[config.mk]
export PLATFORM = sky130hd
export DESIGN_NAME = instr_decode
export DESIGN_NICKNAME = d
export VERILOG_FILES = /design/src/design/isa_pkg.sv /design/src/design/instr_decode.sv
export SDC_FILE = /design/constraint.sdc
export NUM_CORES = 1
export LEC_CHECK = 0
export ABC_CLOCK_PERIOD_IN_PS = 1900
export BUFFER_PORTS_ARGS = -buffer_cell sky130_fd_sc_hd__buf_2
export CAP_MARGIN = 20
export CORE_MARGIN = 10
export CORE_UTILIZATION = 34
export DETAILED_ROUTE_END_ITERATION = 12
export GPL_TIMING_DRIVEN = 0
export PLACE_DENSITY = 0.85
export SETUP_SLACK_MARGIN = 0.5
export SLEW_MARGIN = 20
export SYNTH_ARGS = -nofsm -noshare
export SYNTH_HDL_FRONTEND = slang
export SYNTH_SLANG_ARGS = --single-unit
[constraint.sdc]
create_clock -name vclk -period 1.9
set_clock_uncertainty 0.1 [all_clocks]
set_input_delay 0.095 -clock vclk [all_inputs]
set_output_delay 0.095 -clock vclk [all_outputs]
set_load 0.01 [all_outputs]
[src/design/isa_pkg.sv]
package isa_pkg;

	// ========================================
	// Register specifiers
	// ========================================

	localparam int NUM_REGS = 64;

	// Register number, r0 always reads as zero
	typedef logic [$clog2(NUM_REGS)-1:0] regspec_t;

	// One bit per architectural register
	typedef logic [NUM_REGS-1:0] regs_bitmap_t;

	// ========================================
	// Opcodes and instruction formats
	// ========================================

	// Four bit opcode, values not listed here decode as a NOP
	typedef enum logic [3:0] {
		OP_NOP  = 4'h0,
		OP_ADD  = 4'h1,
		OP_SUB  = 4'h2,
		OP_AND  = 4'h3,
		OP_XOR  = 4'h4,
		OP_ADDI = 4'h5,
		OP_ORI  = 4'h6
	} opcode_t;

	// Register format with two source registers
	typedef struct packed {
		opcode_t     opcode;
		regspec_t    Rt;
		regspec_t    Ra;
		regspec_t    Rb;
		logic [9:0]  unused;
	} rfmt_t;

	// Immediate format, the immediate takes the place of Rb
	typedef struct packed {
		opcode_t     opcode;
		regspec_t    Rt;
		regspec_t    Ra;
		logic [15:0] imm;
	} ifmt_t;

	// The opcode occupies the top nibble in both views
	typedef union packed {
		rfmt_t r;
		ifmt_t i;
	} instr_t;

	// ========================================
	// Decode bus
	// ========================================

	typedef struct packed {
		logic        v;
		opcode_t     op;
		regspec_t    Rt;
		regspec_t    Ra;
		regspec_t    Rb;
		logic        hasRa;
		logic        hasRb;
		logic        hasRt;
		logic        rfwr;
		logic        is_imm;
		logic [31:0] imm;
	} decode_bus_t;

endpackage

[src/design/instr_decode.sv]
`timescale 1ns/1ps

module instr_decode
	import isa_pkg::*;
(
	input  instr_t      head,
	input  logic        nonempty,
	output decode_bus_t db
);

	// ========================================
	// Format selection
	// ========================================

	// The opcode is read through the register view, it sits in the same
	// bits in the immediate view
	always_comb
	begin
		db       = '0;
		db.v     = nonempty;
		db.op    = OP_NOP;

		case (head.r.opcode)
			// Register format, two sources and a target
			OP_ADD, OP_SUB, OP_AND, OP_XOR:
			begin
				db.op    = head.r.opcode;
				db.Rt    = head.r.Rt;
				db.Ra    = head.r.Ra;
				db.Rb    = head.r.Rb;
				db.hasRa = 1'b1;
				db.hasRb = 1'b1;
				db.hasRt = 1'b1;
				db.rfwr  = 1'b1;
			end

			// Add immediate takes a sign extended immediate
			OP_ADDI:
			begin
				db.op     = OP_ADDI;
				db.Rt     = head.i.Rt;
				db.Ra     = head.i.Ra;
				db.hasRa  = 1'b1;
				db.hasRt  = 1'b1;
				db.rfwr   = 1'b1;
				db.is_imm = 1'b1;
				db.imm    = {{16{head.i.imm[15]}}, head.i.imm};
			end

			// Or immediate takes a zero extended immediate
			OP_ORI:
			begin
				db.op     = OP_ORI;
				db.Rt     = head.i.Rt;
				db.Ra     = head.i.Ra;
				db.hasRa  = 1'b1;
				db.hasRt  = 1'b1;
				db.rfwr   = 1'b1;
				db.is_imm = 1'b1;
				db.imm    = {16'h0000, head.i.imm};
			end

			// NOP and unknown opcodes stay valid with no registers attached,
			// so they issue and leave nothing behind
			default:
			begin
				db.op = OP_NOP;
			end
		endcase
	end

endmodule

==> flow_summary.json, run 1 <==
{
  "critPathKind": "in2out",
  "drc": 0,
  "pin_count": 93,
  "worst_slack_ns": 0.472,
  "cp_cell_sequence": "buf_8 > nand2b_4 > buf_6 > buf_12 > nor3_4 > buf_6 > buf_16 > buf_6 > buf_6",
  "initial_core_util": 0.366,
  "post-route-period-util": 0.751,
  "endpoint_kind": "output pin",
  "fin_crit_ns": 1.43,
  "finalWirelength_um": 3710,
  "place_ws_ns": 0.159,
  "seq_cells": 0,
  "regArea_um2": 0,
  "vias": 969,
  "holdPathStages": 2,
  "core-area_mm2": 0.00200,
  "grt_pass1_wl_um": 4800,
  "timing.slew.headroom": 0.670,
  "yosysMostFrequentCell": "buf_4",
  "power.density_mw_per_mm2": 191,
  "hold_start": "nonempty",
  "rows": 16,
  "synth_fa_ha_area_frac": 0,
  "yosys-top-cells-count": "buf_4, nor3b_2, nor4b_1, nor4b_2, nor3b_1",
  "hold_class": "in2out",
  "maxCapViolCount": 0,
  "grt_usage": 0.133,
  "hold_viol_final": 0,
  "antenna_found_initial": 0,
  "fin_setup_tns_ns": 0,
  "synth_simple_gate_area_frac": 0.593,
  "die_x_um": 66.4,
  "synth_top_family_by_area": "simple AND/OR/NAND/NOR gates",
  "ys_warn_count": 0,
  "setup_viol": 0,
  "fmax_ghz": 0.700,
  "syn_area_um2": 732,
  "hold_path_end": "db[59]",
  "slowest_stage": "nor3_4",
  "grt_max_degree": 11,
  "crit_arrival_ns": 1.23,
  "synth_area_leader_cell": "buf_4",
  "cpMostUsedCell": "buf_6",
  "syn_area_per_cell_um2": 9.27,
  "power_uw": 288,
  "viasPerCell": 4.73,
  "worstSetupStartpointType": "input pin",
  "area_growth_pct": 106,
  "synthXorXnorAreaFrac": 0.0376,
  "slew_viol_final": 0,
  "antenna_left": 0,
  "stdcell_count": 205,
  "hold_slack_ns": 0.277,
  "grt_pass1_vias": 877,
  "synth_top_area_share": 0.205,
  "dieArea_mm2": 0.00441,
  "leakage_uw": 0.000792,
  "firstDrtPassIters": 4,
  "gp_congestion": 0.766,
  "diodes": 0,
  "nClkBuffers": 0,
  "cts_hold_buf": 0,
  "synth_compound_area_frac": 0.0376,
  "syn_inst": 79,
  "synth_cell_type_count": 20,
  "drt-initial-drc-count": 29,
  "drive_above_1_share": 0.848,
  "worst-path-max-fanout": 8,
  "tightest_slew_ns": 0.488,
  "syn_nets": 112,
  "dp_hpwl_um": 2770,
  "rsz0062_at_grt": "true",
  "fp.dieH_um": 66.4,
  "peakVddDrop_v": 0.000131,
  "routedWlPerCell_um": 18.1,
  "num-nets-final": 213,
  "seq_area_frac_synth": 0,
  "status": "finished, final reports clean",
  "portBuffers": 89,
  "gr-total-overflow": 0,
  "synth_mux_area_frac": 0,
  "cp.required_ns": 1.70,
  "netlist_top_cells_area": "buf_4, nor4b_2, nor3b_2",
  "dpl.cell_count": 195,
  "max_stage_delay_ns": 0.23
}
per-stage QoR:
stage | utilization | area, um2
finish | 0.753 | 1510
global route | 0.753 | 1510
CTS | 0.696 | 1390
detailed placement | 0.608 | 1220
global placement | 0.608 | 1220
floorplan | - | 738
worst max path at each step:
| stage | slack, ns | startpoint | cells past startpoint | endpoint |
|---|---|---|---|---|
| 6_report | 0.47 | head[31] | 9 | db[19] |
| 5_1_grt | 0.43 | head[31] | 9 | db[19] |
| 4_1_cts | 0.50 | head[31] | 9 | db[28] |
| 3_5_place_dp | 0.16 | head[31] | 7 | db[20] |
| 3_3_place_gp | 0.24 | head[31] | 7 | db[21] |
| 2_1_floorplan | 0.52 | head[31] | 5 | db[17] |
placed cells by master (no fill, tap or decap):
cell type,netlist,final
a211oi_1,2,2
a21oi_1,1,1
and3_4,1,1
buf_12,0,2
buf_16,0,1
buf_2,2,73
buf_4,20,15
buf_6,6,34
buf_8,0,1
clkbuf_1,1,1
clkbuf_4,0,1
conb_1,1,1
inv_1,2,2
nand2_1,1,1
nand2b_4,0,1
nor2_1,1,1
nor3_1,2,1
nor3_2,2,2
nor3_4,0,1
nor3b_1,7,7
nor3b_2,9,9
nor4b_1,9,9
nor4b_2,9,9
o21a_1,1,1
xnor2_4,1,1
worst max-delay path, delay by kind of cell:
family	cells	cell delay, ns
buffers and inverters	7	0.77
and+or+nand+nor	2	0.36
report_power, final:
part	switching [uW]	leakage [uW]	internal, uW
Clock	0	0	0
Combinational	138	0.000792	151
Sequential	0	0	0
cell families after synthesis:
group,after synthesis
other cells,1
compound gates,4
simple gates,42
buf+inv,31
xor+xnor,1
per-layer routing:
metal	share of wire	track usage	up-vias	wire length, um
met1	0.35	0.142	438	1280
met3	0.098	0.0322	8	363
li1	-	-	472	-
met2	0.53	0.262	51	1970
met4	0.026	0.00785	0	95
met5	0	0	-	0
what timing repair did:
| item | in CTS | in global routing |
|---|---|---|
| setup buffers | 4 | 5 |
| cloned | 1 | 0 |
| pin swaps | 1 | 1 |
| setup endpoints to repair | 16 | 18 |
| gates resized for setup | 20 | 20 |
layout make-up:
cell class | instances | area, um2
timing repair buffer | 99 | 667
multi-input combinational | 48 | 512
fill | 131 | 494
buffer | 29 | 288
tap | 27 | 33.8
inverter | 2 | 7.51
Note: power is estimated with default switching activity, not from simulation.
==> run 2: changes to the inputs <==
ABC_CLOCK_PERIOD_IN_PS = 1500   (was 1900)
clock period = 1.5 ns   (was 1.9 ns; I/O delays follow)
==> flow_summary.json, run 2 <==
{
  "ys_warn_count": 0,
  "dpl.cell_count": 195,
  "initial_core_util": 0.366,
  "syn_inst": 79,
  "rows": 16,
  "cts_hold_buf": 0,
  "cts_resized": 78,
  "yosysMostFrequentCell": "buf_4",
  "post-cts-setup-buffers": 17,
  "syn_area_um2": 732,
  "gp_congestion": 0.715,
  "pin_count": 93,
  "synth_cell_type_count": 20,
  "synth_top_area_share": 0.205,
  "dp_hpwl_um": 2760,
  "die_x_um": 66.4,
  "status": "stopped before the end",
  "synth_area_leader_cell": "buf_4",
  "yosys-top-cells-count": "buf_4, nor3b_2, nor4b_1, nor4b_2, nor3b_1",
  "seq_area_frac_synth": 0,
  "syn_area_per_cell_um2": 9.27,
  "portBuffers": 89,
  "stop_error": "[ERROR DPL-0038] Utilization greater than 100%, impossible to legalize",
  "fp.dieH_um": 66.4,
  "netlist_top_cells_area": "buf_4, nor4b_2, nor3b_2",
  "syn_nets": 112,
  "haltStage": "clock tree synthesis (4_1_cts)"
}
## run 2: stage by stage
step / area [um2] / hold WS [ns] / TNS, ns / setup WS, ns
detailed placement: 1330 / 0.241 / -1.36 / -0.107
global placement: 1330 / 0.241 / -0.403 / -0.0305
floorplan: 847 / 0.0841 / 0 / 0.234
## run 2: kinds of logic after synthesis
logic type	share of synthesized area
other cells	0.00512
simple gates	0.593
xor+xnor	0.0376
buf+inv	0.326
compound gates	0.0376
==> run 3: changes to the inputs <==
CORE_AREA = 10 10 71 73   (was not set)
CORE_MARGIN = not set   (was 10)
CORE_UTILIZATION = not set   (was 34)
DIE_AREA = 0 0 81 83   (was not set)
PLACE_DENSITY = not set   (was 0.85)
PLACE_DENSITY_LB_ADDON = 0.15   (was not set)
SETUP_SLACK_MARGIN = not set   (was 0.5)
==> flow_summary.json, run 3 (synthesis gave the netlist of run 1 again) <==
{
  "status": "finished, final reports clean",
  "cts_resized": 0,
  "gp_congestion": 0.747,
  "holdPathStages": 2,
  "slew_viol_final": 0,
  "core-area_mm2": 0.00363,
  "final_cell_mix": "buf_2, buf_4, nor3b_2, nor4b_2, nor4b_1",
  "num-nets-final": 204,
  "die_x_um": 81,
  "drt-initial-drc-count": 18,
  "fp.dieH_um": 83,
  "power.density_mw_per_mm2": 249,
  "critPathKind": "in2out",
  "grt_pass1_vias": 911,
  "grt_usage": 0.0848,
  "setup_viol": 0,
  "fmax_ghz": 0.721,
  "fin_crit_ns": 1.39,
  "hold_class": "in2out",
  "gr-total-overflow": 0,
  "worstSetupStartpointType": "input pin",
  "peakVddDrop_v": 0.000102,
  "hold_viol_final": 0,
  "max_stage_delay_ns": 0.18,
  "routedWlPerCell_um": 14.5,
  "drive_above_1_share": 0.828,
  "rows": 22,
  "regArea_um2": 0,
  "area_growth_pct": 72.6,
  "grt_pass1_wl_um": 4810,
  "diodes": 0,
  "viasPerCell": 4.06,
  "dieArea_mm2": 0.00672,
  "nClkBuffers": 0,
  "slowest_stage": "buf_2",
  "drc": 0,
  "n_fill_cell": 394,
  "cpMostUsedCell": "buf_2",
  "endpoint_kind": "output pin",
  "dp_hpwl_um": 2770,
  "cp.required_ns": 1.32,
  "hold_path_end": "db[59]",
  "finalWirelength_um": 3150,
  "vias": 882,
  "cp_cell_sequence": "buf_2 > nand2b_1 > buf_2 > buf_6 > nor3_4 > buf_12 > buf_4 > buf_2",
  "maxCapViolCount": 0,
  "worst-path-max-fanout": 16,
  "initial_core_util": 0.201,
  "antenna_found_initial": 0,
  "seq_cells": 0,
  "firstDrtPassIters": 2,
  "rsz0062_at_grt": "false",
  "crit_arrival_ns": 1.21,
  "post-route-period-util": 0.925,
  "power_uw": 315,
  "grt_max_degree": 17,
  "pin_count": 93,
  "final_common_cell": "buf_2",
  "portBuffers": 89,
  "antenna_left": 0,
  "fin_util": 0.348,
  "hold_start": "nonempty",
  "leakage_uw": 0.000705
}
## run 3: metal layers
layer,vias up,track usage,part of all wire
met1,393,0.0859,0.32
met2,36,0.168,0.55
li1,451,-,-
met4,0,0.00626,0.0086
met5,-,0,0
met3,2,0.0237,0.12
## run 3: final cells by class
cell class	instances	area, um2	area share
Tap cell	48	60.1	0.0475
Buffer	29	231	0.183
Multi-Input combinational cell	48	499	0.395
Inverter	2	7.51	0.00594
Timing Repair Buffer	90	465	0.368
## run 3: report_power, final
part | switching (uW) | internal [uW]
clock | 0 | 0
combinational | 158 | 157
sequential | 0 | 0
## run 3: worst max-delay path: cells and delay by family
kind | cells | cell delay (ns)
buffers and inverters | 6 | 0.85
AND/OR/NAND/NOR | 2 | 0.28
## run 3: how the worst max path moves through the flow
| stage | startpoint | endpoint | slack [ns] | cells after the start |
|---|---|---|---|---|
| floorplan | head[31] | db[17] | 0.16 | 5 |
| global placement | head[31] | db[26] | -0.15 | 7 |
| detailed placement | head[31] | db[24] | -0.20 | 7 |
| CTS | head[31] | db[24] | 0.1 | 8 |
| global route | head[31] | db[24] | 0.02 | 8 |
| finish | head[31] | db[24] | 0.11 | 8 |
## run 3: metrics by stage
stage	TNS [ns]	instance area [um2]	setup slack, ns	hold slack [ns]	cells
global route	0	1260	0.0162	0.249	217
finish	0	1260	0.113	0.236	217
detailed placement	-3.05	1240	-0.201	0.240	216
CTS	0	1260	0.0977	0.239	217
floorplan	0	738	0.157	0.101	79
global placement	-2.24	1240	-0.147	0.241	216
## run 3: repair_timing
action	4_1_cts	5_1_grt
hold buffers	0	0
setup endpoints to repair	16	0
setup buffers	1	0
